## src/img_pkg.sv

```systemverilog
package img_pkg;

    // ===================================================================
    // Image geometry
    // ===================================================================
    localparam int img_width   = 16;
    localparam int img_height  = 8;
    localparam int pixel_count = img_width * img_height;
    localparam int col_bits    = $clog2(img_width);
    localparam int row_bits    = $clog2(img_height);

    // Sensor and buffer words
    localparam int pixel_bits = 12;
    localparam int word_bits  = 16;
    localparam int addr_bits  = $clog2(pixel_count);

    // ===================================================================
    // Readout framing
    // ===================================================================
    localparam int header_words  = 4;
    localparam int header_bits   = header_words * word_bits;
    localparam int padding_words = 2;
    localparam int csum_words    = 2;
    // Checksum words followed by zero padding
    localparam int tail_words    = csum_words + padding_words;
    localparam int shift_count_bits =
        $clog2((header_words > tail_words ? header_words : tail_words) + 1);

    // Thumbnail keeps the leading 2x2 corner of every 8x8 group
    localparam int thumb_group = 8;
    localparam int thumb_keep  = 2;

    // ===================================================================
    // Capture statistics
    // ===================================================================
    localparam int stat_bits  = 18;
    localparam int count_bits = 8;
    localparam int stat_grid  = 4;
    localparam int code_bits  = 7;
    localparam logic [code_bits-1:0] highlight_code = '1;
    localparam logic [code_bits-1:0] shadow_code    = '0;

endpackage

```

## src/fletcher_checksum.sv

```systemverilog
`timescale 1ns/1ns

module fletcher_checksum (
    input  logic                              clk,
    input  logic                              reset,
    input  logic                              clear,
    input  logic                              add,
    input  logic [img_pkg::word_bits-1:0]     din,
    output logic [2*img_pkg::word_bits-1:0]   sum
);

    logic [img_pkg::word_bits-1:0] sum_a;
    logic [img_pkg::word_bits-1:0] sum_b;
    logic [img_pkg::word_bits-1:0] next_a;

    // Add modulo 2^n-1 with both operands already reduced
    function automatic logic [img_pkg::word_bits-1:0] mod_add(
        input logic [img_pkg::word_bits-1:0] x,
        input logic [img_pkg::word_bits-1:0] y
    );
        logic [img_pkg::word_bits:0] t;
        t = x + y;
        if (t >= {1'b0, {img_pkg::word_bits{1'b1}}})
            t = t - {1'b0, {img_pkg::word_bits{1'b1}}};
        return t[img_pkg::word_bits-1:0];
    endfunction

    always_comb next_a = mod_add(sum_a, din);

    always_ff @(posedge clk) begin
        if (reset || clear) begin
            sum_a <= '0;
            sum_b <= '0;
        end else if (add) begin
            sum_a <= next_a;
            sum_b <= mod_add(sum_b, next_a);
        end
    end

    assign sum = {sum_b, sum_a};

endmodule

```

## src/frame_buffer.sv

```systemverilog
`timescale 1ns/1ns

module frame_buffer (
    input  logic                            clk,
    input  logic                            wr_en,
    input  logic [img_pkg::addr_bits-1:0]   wr_addr,
    input  logic [img_pkg::word_bits-1:0]   wr_data,
    input  logic                            rd_en,
    input  logic [img_pkg::addr_bits-1:0]   rd_addr,
    output logic [img_pkg::word_bits-1:0]   rd_data
);

    // One word per pixel of the frame
    logic [img_pkg::word_bits-1:0] mem [img_pkg::pixel_count];

    always_ff @(posedge clk) begin
        if (wr_en)
            mem[wr_addr] <= wr_data;
    end

    // Registered read, data holds until the next read
    always_ff @(posedge clk) begin
        if (rd_en)
            rd_data <= mem[rd_addr];
    end

endmodule

```

## src/pixel_capture.sv

```systemverilog
`timescale 1ns/1ns

module pixel_capture (
    input  logic                               clk,
    input  logic                               reset,
    input  logic [img_pkg::pixel_bits-1:0]     img_d,
    input  logic                               img_fv,
    input  logic                               img_lv,
    input  logic                               cmd_capture,
    output logic                               wr_en,
    output logic [img_pkg::addr_bits-1:0]      wr_addr,
    output logic [img_pkg::word_bits-1:0]      wr_data,
    output logic                               status_capture_done,
    output logic [img_pkg::count_bits-1:0]     status_pixel_count,
    output logic [img_pkg::stat_bits-1:0]      status_highlight_count,
    output logic [img_pkg::stat_bits-1:0]      status_shadow_count
);

    typedef enum logic [1:0] {
        cap_idle,
        cap_armed,
        cap_run
    } cap_state_t;

    cap_state_t                        state;
    logic [img_pkg::pixel_bits-1:0]    d_r;
    logic                              fv_r;
    logic                              lv_r;
    logic                              fv_prev;
    logic                              lv_prev;
    logic [img_pkg::col_bits-1:0]      col;
    logic [img_pkg::row_bits-1:0]      row;
    logic                              frame_start;
    logic                              pixel_in;
    logic                              sample_point;
    logic [img_pkg::code_bits-1:0]     top_bits;

    // ===================================================================
    // Sensor port sampling
    // ===================================================================
    always_ff @(posedge clk) begin
        d_r <= img_d;
        if (reset) begin
            fv_r    <= 1'b0;
            lv_r    <= 1'b0;
            fv_prev <= 1'b0;
            lv_prev <= 1'b0;
        end else begin
            fv_r    <= img_fv;
            lv_r    <= img_lv;
            fv_prev <= fv_r;
            lv_prev <= lv_r;
        end
    end

    // Column within the line, row bumps at each line end
    always_ff @(posedge clk) begin
        if (reset) begin
            col <= '0;
            row <= '0;
        end else begin
            if (!lv_r)
                col <= '0;
            else
                col <= col + 1'b1;

            if (!fv_r)
                row <= '0;
            else if (lv_prev && !lv_r)
                row <= row + 1'b1;
        end
    end

    always_comb begin
        frame_start  = fv_r && !fv_prev;
        pixel_in     = (state == cap_run) && fv_r && lv_r &&
                       (status_pixel_count < img_pkg::pixel_count);
        sample_point = ((col % img_pkg::stat_grid) == 0) &&
                       ((row % img_pkg::stat_grid) == 0);
        top_bits     = d_r[img_pkg::pixel_bits-1 -: img_pkg::code_bits];
    end

    // ===================================================================
    // Capture FSM and statistics
    // ===================================================================
    always_ff @(posedge clk) begin
        if (reset) begin
            state                  <= cap_idle;
            wr_en                  <= 1'b0;
            status_capture_done    <= 1'b0;
            status_pixel_count     <= '0;
            status_highlight_count <= '0;
            status_shadow_count    <= '0;
        end else begin
            wr_en               <= pixel_in;
            status_capture_done <= 1'b0;

            if (pixel_in) begin
                status_pixel_count <= status_pixel_count + 1'b1;
                if (sample_point && top_bits == img_pkg::highlight_code)
                    status_highlight_count <= status_highlight_count + 1'b1;
                if (sample_point && top_bits == img_pkg::shadow_code)
                    status_shadow_count <= status_shadow_count + 1'b1;
            end

            case (state)
                cap_idle: begin
                    if (cmd_capture) begin
                        status_pixel_count     <= '0;
                        status_highlight_count <= '0;
                        status_shadow_count    <= '0;
                        state                  <= cap_armed;
                    end
                end
                cap_armed: begin
                    if (frame_start)
                        state <= cap_run;
                end
                cap_run: begin
                    // Frame valid dropped, frame complete
                    if (!fv_r) begin
                        status_capture_done <= 1'b1;
                        state               <= cap_idle;
                    end
                end
                default: state <= cap_idle;
            endcase
        end
    end

    // Pixel word, zero-extended, written at the running count
    always_ff @(posedge clk) begin
        if (pixel_in) begin
            wr_addr <= status_pixel_count[img_pkg::addr_bits-1:0];
            wr_data <= {{(img_pkg::word_bits - img_pkg::pixel_bits){1'b0}}, d_r};
        end
    end

endmodule

```

## src/readout_streamer.sv

```systemverilog
`timescale 1ns/1ns

module readout_streamer (
    input  logic                              clk,
    input  logic                              reset,
    input  logic                              cmd_readout,
    input  logic [img_pkg::header_bits-1:0]   cmd_header,
    input  logic                              cmd_thumb,
    output logic                              readout_start,
    output logic                              readout_ready,
    input  logic                              readout_trigger,
    output logic [img_pkg::word_bits-1:0]     readout_data,
    output logic                              readout_done,
    output logic                              rd_en,
    output logic [img_pkg::addr_bits-1:0]     rd_addr,
    input  logic [img_pkg::word_bits-1:0]     rd_data
);

    typedef enum logic [2:0] {
        st_idle,
        st_shift,
        st_pix_req,
        st_pix_data,
        st_csum
    } st_t;

    st_t                                     state;
    logic [img_pkg::header_bits-1:0]         shift_reg;
    logic [img_pkg::shift_count_bits-1:0]    shift_count;
    logic                                    shift_tail;
    logic                                    thumb;
    logic [img_pkg::col_bits-1:0]            col;
    logic [img_pkg::row_bits-1:0]            row;
    logic [img_pkg::addr_bits-1:0]           pix_addr;
    logic                                    csum_add;
    logic                                    csum_clear;
    logic [2*img_pkg::word_bits-1:0]         csum;
    logic                                    load;
    logic                                    keep;

    fletcher_checksum u_checksum (
        .clk   (clk),
        .reset (reset),
        .clear (csum_clear),
        .add   (csum_add),
        .din   (readout_data),
        .sum   (csum)
    );

    // Output register free or being drained this cycle
    always_comb begin
        load = !readout_ready || readout_trigger;
        keep = !thumb ||
               (((col % img_pkg::thumb_group) < img_pkg::thumb_keep) &&
                ((row % img_pkg::thumb_group) < img_pkg::thumb_keep));
    end

    // No buffer read while a presented word is still waiting
    assign rd_en   = (state == st_pix_req) && load;
    assign rd_addr = pix_addr;

    // ===================================================================
    // Readout FSM
    // ===================================================================
    always_ff @(posedge clk) begin
        if (reset) begin
            state         <= st_idle;
            readout_ready <= 1'b0;
            readout_start <= 1'b0;
            readout_done  <= 1'b1;
            csum_add      <= 1'b0;
            csum_clear    <= 1'b0;
            shift_count   <= '0;
            shift_tail    <= 1'b0;
        end else begin
            readout_start <= 1'b0;
            csum_clear    <= 1'b0;
            csum_add      <= 1'b0;
            if (readout_ready && readout_trigger)
                readout_ready <= 1'b0;

            case (state)
                st_idle: begin
                    if (cmd_readout) begin
                        readout_done  <= 1'b0;
                        readout_start <= 1'b1;
                        csum_clear    <= 1'b1;
                        thumb         <= cmd_thumb;
                        shift_reg     <= cmd_header;
                        shift_count   <= img_pkg::shift_count_bits'(img_pkg::header_words);
                        shift_tail    <= 1'b0;
                        col           <= '0;
                        row           <= '0;
                        pix_addr      <= '0;
                        state         <= st_shift;
                    end
                end

                // Header or checksum words, most significant first
                st_shift: begin
                    if (load) begin
                        if (shift_count != 0) begin
                            readout_data  <= shift_reg[img_pkg::header_bits-1 -:
                                                       img_pkg::word_bits];
                            readout_ready <= 1'b1;
                            csum_add      <= !shift_tail;
                            shift_reg     <= shift_reg << img_pkg::word_bits;
                            shift_count   <= shift_count - 1'b1;
                        end else if (shift_tail) begin
                            readout_done <= 1'b1;
                            state        <= st_idle;
                        end else begin
                            state <= st_pix_req;
                        end
                    end
                end

                st_pix_req: begin
                    if (load)
                        state <= st_pix_data;
                end

                // Output register is empty here, rd_data is fresh
                st_pix_data: begin
                    if (keep) begin
                        readout_data  <= rd_data;
                        readout_ready <= 1'b1;
                        csum_add      <= 1'b1;
                    end
                    if (col == img_pkg::img_width - 1) begin
                        col <= '0;
                        row <= row + 1'b1;
                    end else begin
                        col <= col + 1'b1;
                    end
                    pix_addr <= pix_addr + 1'b1;
                    if (pix_addr == img_pkg::pixel_count - 1)
                        state <= st_csum;
                    else
                        state <= st_pix_req;
                end

                // Wait for the last pixel to land in the sums
                st_csum: begin
                    if (!csum_add) begin
                        shift_reg   <= {csum, {(img_pkg::header_bits -
                                               2*img_pkg::word_bits){1'b0}}};
                        shift_count <= img_pkg::shift_count_bits'(img_pkg::tail_words);
                        shift_tail  <= 1'b1;
                        state       <= st_shift;
                    end
                end

                default: state <= st_idle;
            endcase
        end
    end

endmodule

```

## src/img_controller.sv

```systemverilog
`timescale 1ns/1ns

module img_controller (
    input  logic                              clk,
    input  logic                              reset,
    // Sensor port
    input  logic [img_pkg::pixel_bits-1:0]    img_d,
    input  logic                              img_fv,
    input  logic                              img_lv,
    // Commands
    input  logic                              cmd_capture,
    input  logic                              cmd_readout,
    input  logic [img_pkg::header_bits-1:0]   cmd_header,
    input  logic                              cmd_thumb,
    // Status
    output logic                              status_capture_done,
    output logic [img_pkg::count_bits-1:0]    status_pixel_count,
    output logic [img_pkg::stat_bits-1:0]     status_highlight_count,
    output logic [img_pkg::stat_bits-1:0]     status_shadow_count,
    // Readout port
    output logic                              readout_start,
    output logic                              readout_ready,
    input  logic                              readout_trigger,
    output logic [img_pkg::word_bits-1:0]     readout_data,
    output logic                              readout_done
);

    logic                            wr_en;
    logic [img_pkg::addr_bits-1:0]   wr_addr;
    logic [img_pkg::word_bits-1:0]   wr_data;
    logic                            rd_en;
    logic [img_pkg::addr_bits-1:0]   rd_addr;
    logic [img_pkg::word_bits-1:0]   rd_data;

    pixel_capture u_capture (
        .clk                    (clk),
        .reset                  (reset),
        .img_d                  (img_d),
        .img_fv                 (img_fv),
        .img_lv                 (img_lv),
        .cmd_capture            (cmd_capture),
        .wr_en                  (wr_en),
        .wr_addr                (wr_addr),
        .wr_data                (wr_data),
        .status_capture_done    (status_capture_done),
        .status_pixel_count     (status_pixel_count),
        .status_highlight_count (status_highlight_count),
        .status_shadow_count    (status_shadow_count)
    );

    frame_buffer u_buffer (
        .clk     (clk),
        .wr_en   (wr_en),
        .wr_addr (wr_addr),
        .wr_data (wr_data),
        .rd_en   (rd_en),
        .rd_addr (rd_addr),
        .rd_data (rd_data)
    );

    readout_streamer u_streamer (
        .clk             (clk),
        .reset           (reset),
        .cmd_readout     (cmd_readout),
        .cmd_header      (cmd_header),
        .cmd_thumb       (cmd_thumb),
        .readout_start   (readout_start),
        .readout_ready   (readout_ready),
        .readout_trigger (readout_trigger),
        .readout_data    (readout_data),
        .readout_done    (readout_done),
        .rd_en           (rd_en),
        .rd_addr         (rd_addr),
        .rd_data         (rd_data)
    );

endmodule

```

## config.mk

```make
export PLATFORM = sky130hd
export DESIGN_NAME = img_controller
export DESIGN_NICKNAME = d
export VERILOG_FILES = /design/src/img_pkg.sv /design/src/fletcher_checksum.sv /design/src/frame_buffer.sv /design/src/pixel_capture.sv /design/src/readout_streamer.sv /design/src/img_controller.sv
export SDC_FILE = /design/constraint.sdc
export NUM_CORES = 2
export LEC_CHECK = 0
export ABC_CLOCK_PERIOD_IN_PS = 6940
export BUFFER_PORTS_ARGS = -buffer_cell sky130_fd_sc_hd__buf_4
export CORE_UTILIZATION = 43
export DETAILED_ROUTE_END_ITERATION = 8
export PLACE_DENSITY = 0.59
export SKIP_CTS_REPAIR_TIMING = 1
export SYNTH_ARGS = -nofsm -noshare
export SYNTH_HDL_FRONTEND = slang
export SYNTH_SLANG_ARGS = --single-unit
```

## constraint.sdc

```tcl
create_clock -name clk -period 6.94 [get_ports clk]
set_input_delay 0.694 -clock clk [delete_from_list [all_inputs] [get_ports clk]]
set_output_delay 0.694 -clock clk [all_outputs]
set_load 0.005 [all_outputs]
```

# Word-level counts from Yosys, hierarchy flattened

Memory sizes are Yosys's and may differ from the RTL's. A register that Yosys moved wholly into a read port is not among the register bits.
Index checks and enable logic that the tools add are counted.

Register bits: 244
RAM bits: 1536
Input bits: 84
Output and inout bits: 64
Logic and storage cells: 187
Memories: 1

Memory list:

| memory       | words | bits a word | read ports | clocked after Yosys merged registers in | wr ports | RTL line           | source |
|---|---|---|---|---|---|---|---|
| u_buffer.mem | 128   | 12          | 1          | 1                                       | 1        | frame_buffer.sv:14 | `logic [img_pkg::word_bits-1:0] mem [img_pkg::pixel_count];` |

Add/sub/neg operators: 13
Order comparisons: 5
Equality and inequality tests: 21
Mux-type cells: 67
Bitwise operators: 5
Reduce and logical (&&, ||, !) cells: 44

Operators by type and width:

| kind                                                                                   | count |
|---|---|
| 64-bit 2-to-1 mux                                                                      | 4 |
| 64-bit case mux with 3 select lines                                                    | 1 |
| 18-bit 2-to-1 mux                                                                      | 8 |
| 16-bit 2-to-1 mux                                                                      | 5 |
| 32-bit logical NOT                                                                     | 2 |
| 18-bit by 1-bit adder with 18-bit output (second input constant)                       | 2 |
| 3-bit 2-to-1 mux                                                                       | 12 |
| 16-bit by 16-bit adder with 17-bit output                                              | 2 |
| 17-bit by 16-bit greater-or-equal comparator with 1-bit output (second input constant) | 2 |
| 16-bit case mux with 2 select lines                                                    | 1 |
| 16-bit subtractor (second input constant)                                              | 2 |
| 8-bit 2-to-1 mux                                                                       | 3 |
| 5-bit AND reduction                                                                    | 4 |
| 1-bit 2-to-1 mux                                                                       | 16 |
| 3-bit case mux with 5 select lines                                                     | 1 |
| 7-bit == test (second input constant)                                                  | 2 |
| 2-bit by 1-bit inequality test with 1-bit output (second input constant)               | 7 |
| 7-bit case mux with 2 select lines                                                     | 1 |
| 3-bit AND reduction                                                                    | 4 |
| 1-bit logical AND                                                                      | 11 |
| 2-bit inequality test (second input constant)                                          | 5 |
| 3-bit case mux with 3 select lines                                                     | 1 |
| 4-bit by 1-bit adder with 4-bit output (second input constant)                         | 2 |
| 8-bit by 1-bit adder with 8-bit output (second input constant)                         | 1 |
| other kinds (29)                                                                       | 56 |

# Logic depth before layout (Yosys ltp)

Depth in word-level cells: 7
Mapped depth: 27

# Hierarchy

Synthesis repeated with hierarchy kept, for this count alone.

Cells, all modules: 4314
Area total of the unflattened synthesis: 90699.5 um^2

By module, submodules not included:

| module            | times used | cells each | area an instance (um^2) | sequential area each (um^2) |
|---|---|---|---|---|
| frame_buffer      | 1          | 3086       | 78683.0                 | 61979.4 |
| readout_streamer  | 1          | 378        | 4693.3                  | 3072.9 |
| fletcher_checksum | 1          | 512        | 3877.5                  | 640.6 |
| pixel_capture     | 1          | 338        | 3445.8                  | 1931.9 |

# Worst setup path after synthesis

OpenSTA, ideal clock, no wires.

Path type: reg-to-reg
Start: register u_streamer.readout_data[0] in the netlist's numbering
End: register u_streamer.u_checksum.sum_b[7] in the netlist's numbering
Arrival time: 6.200 ns
Data required time: 6.805 ns
Path slack: 0.605 ns
Stages on the path, launching flop included: 28
Path buffers: 4
Cell sequence: edfxtp_1 ha_1 inv_1 fa_1 and2b_4 o21ai_2 o32a_1 a211oi_2 nand4b_1 or4b_1 buf_2 o21a_4 clkbuf_1 xnor2_1 ha_1 inv_1 fa_1 nor2b_1 o31a_1 nor2_1 xnor2_1 or4_1 clkbuf_1 or3_1 buf_2 o32ai_2 a31o_2 a31oi_1

Cells in the longest elaborated chain, start to end: 6
Elaborated cells between the ends (all ways): 8
Classes of those cells: 4 x add/sub; 2 x order compare; 2 x mux

RTL lines:

| element                                                                                             | RTL line                                         | source |
|---|---|---|
| start, declared                                                                                     | readout_streamer.sv:12                           | `output logic [img_pkg::word_bits-1:0] readout_data,` |
| start signal, assigned                                                                              | readout_streamer.sv:103                          | `readout_data <= shift_reg[img_pkg::header_bits-1 -:` |
| start signal, assigned                                                                              | readout_streamer.sv:126                          | `readout_data <= rd_data;` |
| 16-bit by 16-bit adder with 17-bit output *                                                         | fletcher_checksum.sv:22                          | `t = x + y;` |
| 16-bit subtractor or 17-bit by 16-bit greater-or-equal comparator with 1-bit output (tied branches) | fletcher_checksum.sv:24, fletcher_checksum.sv:23 |  |
| 16-bit 2-to-1 mux *                                                                                 | fletcher_checksum.sv:23                          | `if (t >= {1'b0, {img_pkg::word_bits{1'b1}}})` |
| named net u_streamer.u_checksum.next_a (one bit)                                                    | fletcher_checksum.sv:14                          | `logic [img_pkg::word_bits-1:0] next_a;` |
| 16-bit by 16-bit adder with 17-bit output *                                                         | fletcher_checksum.sv:22                          |  |
| 16-bit subtractor or 17-bit by 16-bit greater-or-equal comparator with 1-bit output (tied branches) | fletcher_checksum.sv:24, fletcher_checksum.sv:23 |  |
| 16-bit 2-to-1 mux *                                                                                 | fletcher_checksum.sv:23                          |  |
| end signal, assigned                                                                                | fletcher_checksum.sv:36                          | `sum_b <= mod_add(sum_b, next_a);` |
| end, declared                                                                                       | fletcher_checksum.sv:13                          | `logic [img_pkg::word_bits-1:0] sum_b;` |

The timed path passes the listed nets; every way through them passes the cells marked *.
A chain may end at the register's enable or synchronous reset.

# Worst setup path after layout

Start: register u_streamer.u_checksum.sum_a[0] in the netlist's numbering
End: register u_streamer.u_checksum.sum_b[6] in the netlist's numbering

Cells in the longest elaborated chain, start to end: 6
Elaborated cells between the ends (all ways): 8
Classes of those cells: 4 x add/sub; 2 x order compare; 2 x mux

RTL lines:

| element                                                                                             | RTL line                                         | source |
|---|---|---|
| start, declared                                                                                     | fletcher_checksum.sv:12                          | `logic [img_pkg::word_bits-1:0] sum_a;` |
| start signal, assigned                                                                              | fletcher_checksum.sv:35                          | `sum_a <= next_a;` |
| 16-bit by 16-bit adder with 17-bit output *                                                         | fletcher_checksum.sv:22                          |  |
| 16-bit subtractor or 17-bit by 16-bit greater-or-equal comparator with 1-bit output (tied branches) | fletcher_checksum.sv:24, fletcher_checksum.sv:23 |  |
| 16-bit 2-to-1 mux *                                                                                 | fletcher_checksum.sv:23                          |  |
| named net u_streamer.u_checksum.next_a (one bit)                                                    | fletcher_checksum.sv:14                          |  |
| 16-bit by 16-bit adder with 17-bit output *                                                         | fletcher_checksum.sv:22                          |  |
| 16-bit subtractor or 17-bit by 16-bit greater-or-equal comparator with 1-bit output (tied branches) | fletcher_checksum.sv:24, fletcher_checksum.sv:23 |  |
| 16-bit 2-to-1 mux *                                                                                 | fletcher_checksum.sv:23                          |  |

Marks and branches as above.

==> results <==
- TritonCTS built the clock tree.
- The overall die area is 0.166 sq mm.
- TritonCTS created 181 clock buffers.
- For the pin with the worst max-slew slack, the measured transition is 1240 ps.
- The largest family of logic cells by synthesized area is multiplexers.
- The cell count after synthesis came out at 3577.
- In this run the remaining antenna-violating nets after routing total 0.
- The share of synthesized registers carrying an async set or reset is 0.
- The fraction of layout instances using a drive strength above 1 is 0.287.
- The count of nets after finishing is 4000.
- After synthesis, the netlist uses 85 different library cells.
- The launching element type of the critical path is a register.
- After synthesis, the cell types taking the most area are edfxtp_1, mux4_2, dfxtp_1.
- The first-pass GRT wire length is 251000 um.
- CTS placed an instance of clkbuf_16 at the clock tree root.
- The post-DP HPWL is 104000 um.
- For the finished layout, the period the worst path requires is 6610 ps.
- Entering global routing, the biggest net connects 129 pins.
- Compared with the post-synthesis result, the final layout area differs by 14.6%.
- The die span in x is 408 um.
- 148 I/O pins were placed.
- Of the total synthesized cell area, the portion taken by full adders, half adders and majority gates is 0.00834.
- The later-pin clock latency in the skew report is 820 ps.
- Counting instances, the worst hold path has a depth of 1.
- After detailed routing, the number of vias per cell comes to 5.72.
- The final count of hold timing violations came to 0.
- The share of synthesized area in the top cell type comes to 0.705.
- The synthesized-area fraction occupied by ao, oa, aoi and oai cells is 0.0273.
- The floorplan die height is 408 um.
- For this run, the total global-route usage over all layers was measured as 0.207.
- The classification of the worst-slack hold path is primary input to register.
- Summed over all cells, the static leakage comes to 25.8 nW.
- Measured on the finished design, the core utilization comes to 0.497.
- The total power per unit cell area is 280 mW/mm^2.
- On the final layout, the worst clock skew is 51.0 ps.
- After detailed routing, the number of remaining DRC violations is 0.
- The synthesized flop and latch total is 1773.
- The number of global-route vias before repair is 35300.
- The starting density of the core is 0.434.
- Hold is met by 61.2 ps.
- Of the total synthesized cell area, the portion taken by XOR and XNOR cells is 0.00854.
- Of all cell types, the one taking the most synthesized area is edfxtp_1.
- The number of enable flip-flop cells after synthesis is 1662.
- For the worst setup path, the data arrival time is 7300 ps.
- The initialized floorplan defines 148 standard-cell rows.
- The critical path capture point type is a register.
- The number of synthesis warnings is 0.
- The count of final max-slew check failures was 0.
- The cell with the most instances after synthesis is edfxtp_1.
- When the netlist entered floorplanning its net count stood at 3707.
- Of the total synthesized cell area, the portion taken by AND, OR, NAND and NOR gates is 0.0433.
- The maximum operating frequency is 151 MHz.
- Measured against the total synthesized area, the mux share comes to 0.164.
- VDD sags by at most 272 uV.
- The via count is 35400.
- The relative max-transition margin is 0.170.
- The sequential-to-total area share from yosys stat is 0.737.
- The number of flip-flops in the largest register is 1536.
- During placement, the flow inserted port buffers numbering 147.
- The maximum buffer depth of the clock tree is 3.
- The number of detailed-route iterations in the first pass is 5.
- The fraction of the cycle the final worst path needs is 0.952.
- The primary flip-flop cell chosen by synthesis mapping is edfxtp_1.
- For the worst flop-to-flop path, the logic depth is 23.
- STA puts the critical path data required time at 7630 ps.
- The count of maximum capacitance violations is 0.
- Dividing the synthesized area by the synthesized cell count gives 19.8 sq um.
- Setup violations remaining at the end of the flow were counted as 0.
- Counting instances in the post-synthesis netlist gives the leading cell types as edfxtp_1, mux4_2, nor2_1.
- The initial antenna violation count is 4.
- The total wire length is 172000 um.
- The clock-pin slew of the registers on the worst-case setup and hold paths is 60 ps.
- In this run the cell area of the synthesized design comes to 0.0708 sq mm.
- The maximum level of the CTS H-tree is 4.
- The run finished with clean final reports.
- The wire length per cell after detailed routing is 27.7 um.
- Fill cells in the final layout number 13000.
- The weighted congestion reported at the end of routability-driven placement is 0.848.
- The total overflow left after global routing is 0.
- The peak fanout along the critical path is 18.
- The setup path with the least slack is of type register to register.
- The core region area is 0.163 sq mm.
- Clock tree synthesis found a total of 1773 sinks.
- The violation count after the first detailed-routing iteration is 3266.
==> worst max-delay path, stage by stage, from the launching register on <==
cell and delay (ps):
dfxtp_1 370, ha_1 210, inv_1 70, fa_1 430, and2b_4 300, o21ai_2 80, o32a_1 370, a211oi_2 280
nand4b_1 210, or4b_4 590, o21a_4 310, xnor2_1 170, ha_1 190, inv_1 60, fa_1 440, nor2b_2 170
o31a_1 240, nor2_2 90, xnor2_1 170, or4_4 600, or3_4 380, o32ai_4 360, a21oi_1 120, o31a_1 250
==> layout by cell type (no fill, tap or decap), types with 11 or more instances in the layout <==
cell,n
a22oi_1,34
clkinv_1,48
clkbuf_16,181
dlygate4sd3_1,12
nor2_2,55
nor2_1,175
xnor2_1,34
nor2b_1,18
buf_4,277
nand3_1,50
nand4_1,23
edfxtp_1,1662
o21a_1,15
buf_12,11
clkbuf_1,41
nand2_1,190
inv_1,34
o21ai_0,45
clkinv_2,32
a22o_1,16
a21o_1,15
and3_1,17
mux2_2,14
xor2_1,35
and2_1,29
mux4_2,504
dfxtp_1,111
nor3_1,18
a31oi_1,16
a21oi_1,53
or3_1,11
ha_1,44
==> power by group <==
part | internal, mW | switching, mW
registers | 11.7 | 0.0654
clock network | 5.07 | 4.15
logic | 0.769 | 0.949
==> per-stage QoR <==
stage | instance area, sq um | power, mW | setup slack (ps) | cells | TNS, ps
4_1_cts | 80900 | 22.8 | -3.62 | 6180 | -3.62
3_5_place_dp | 75300 | 13.7 | 52.5 | 5846 | 0
2_1_floorplan | 70800 | 13.1 | 605 | 3577 | 0
6_report | 81100 | 22.7 | 333 | 6199 | 0
5_1_grt | 81100 | 23.4 | -22.6 | 6196 | -22.7
3_3_place_gp | 75300 | 13.7 | 212 | 5846 | 0
==> area by class of cell <==
class	count	area, sq um	share of cell area
antenna	3	7.51	0.0000926
clock buffer	223	4700	0.0579
clock inverter	111	896	0.0110
inverter	34	128	0.00157
multi-input combinational	1580	18100	0.223
sequential	1773	52100	0.643
tap	2175	2720	0.0336
timing repair buffer	300	2420	0.0298
==> logic make-up (layout without fill, tap and decap cells) <==
kind of cell	count (synthesis)	in the layout
flip-flops	1773	1773
AND/OR/NAND/NOR	661	661
multiplexers	528	528
AO/OA/AOI/OAI	276	276
buffers and inverters	224	668
XOR/XNOR	69	69
adder cells (fa/ha/maj)	46	46
other	0	3
==> path summary, 6_finish.rpt <==
| check | from | endpoint | slack [ps] |
|---|---|---|---|
| setup / recovery | u_streamer.u_checksum.sum_a[0]$_SDFFE_PP0P_ | u_streamer.u_checksum.sum_b[6]$_SDFFE_PP0P_ | 330 |
| hold / removal | cmd_thumb | u_streamer.thumb$_DFFE_PP_ | 60 |
| setup reg to reg | u_streamer.u_checksum.sum_a[0]$_SDFFE_PP0P_ | u_streamer.u_checksum.sum_b[6]$_SDFFE_PP0P_ | 330 |
| hold reg to reg | u_capture.d_r[0]$_DFF_P_ | u_capture.wr_data[0]$_DFFE_PP_ | 400 |
==> per-layer routing <==
layer	global-route usage	share of wire	wire length, um	up-vias
met5	0	0	0	-
met4	0.0504	0.020	3370	0
met3	0.0284	0.048	8190	190
met2	0.331	0.49	83800	972
met1	0.301	0.45	76500	19000
li1	-	-	-	15300
(Power assumes the default switching activity.)
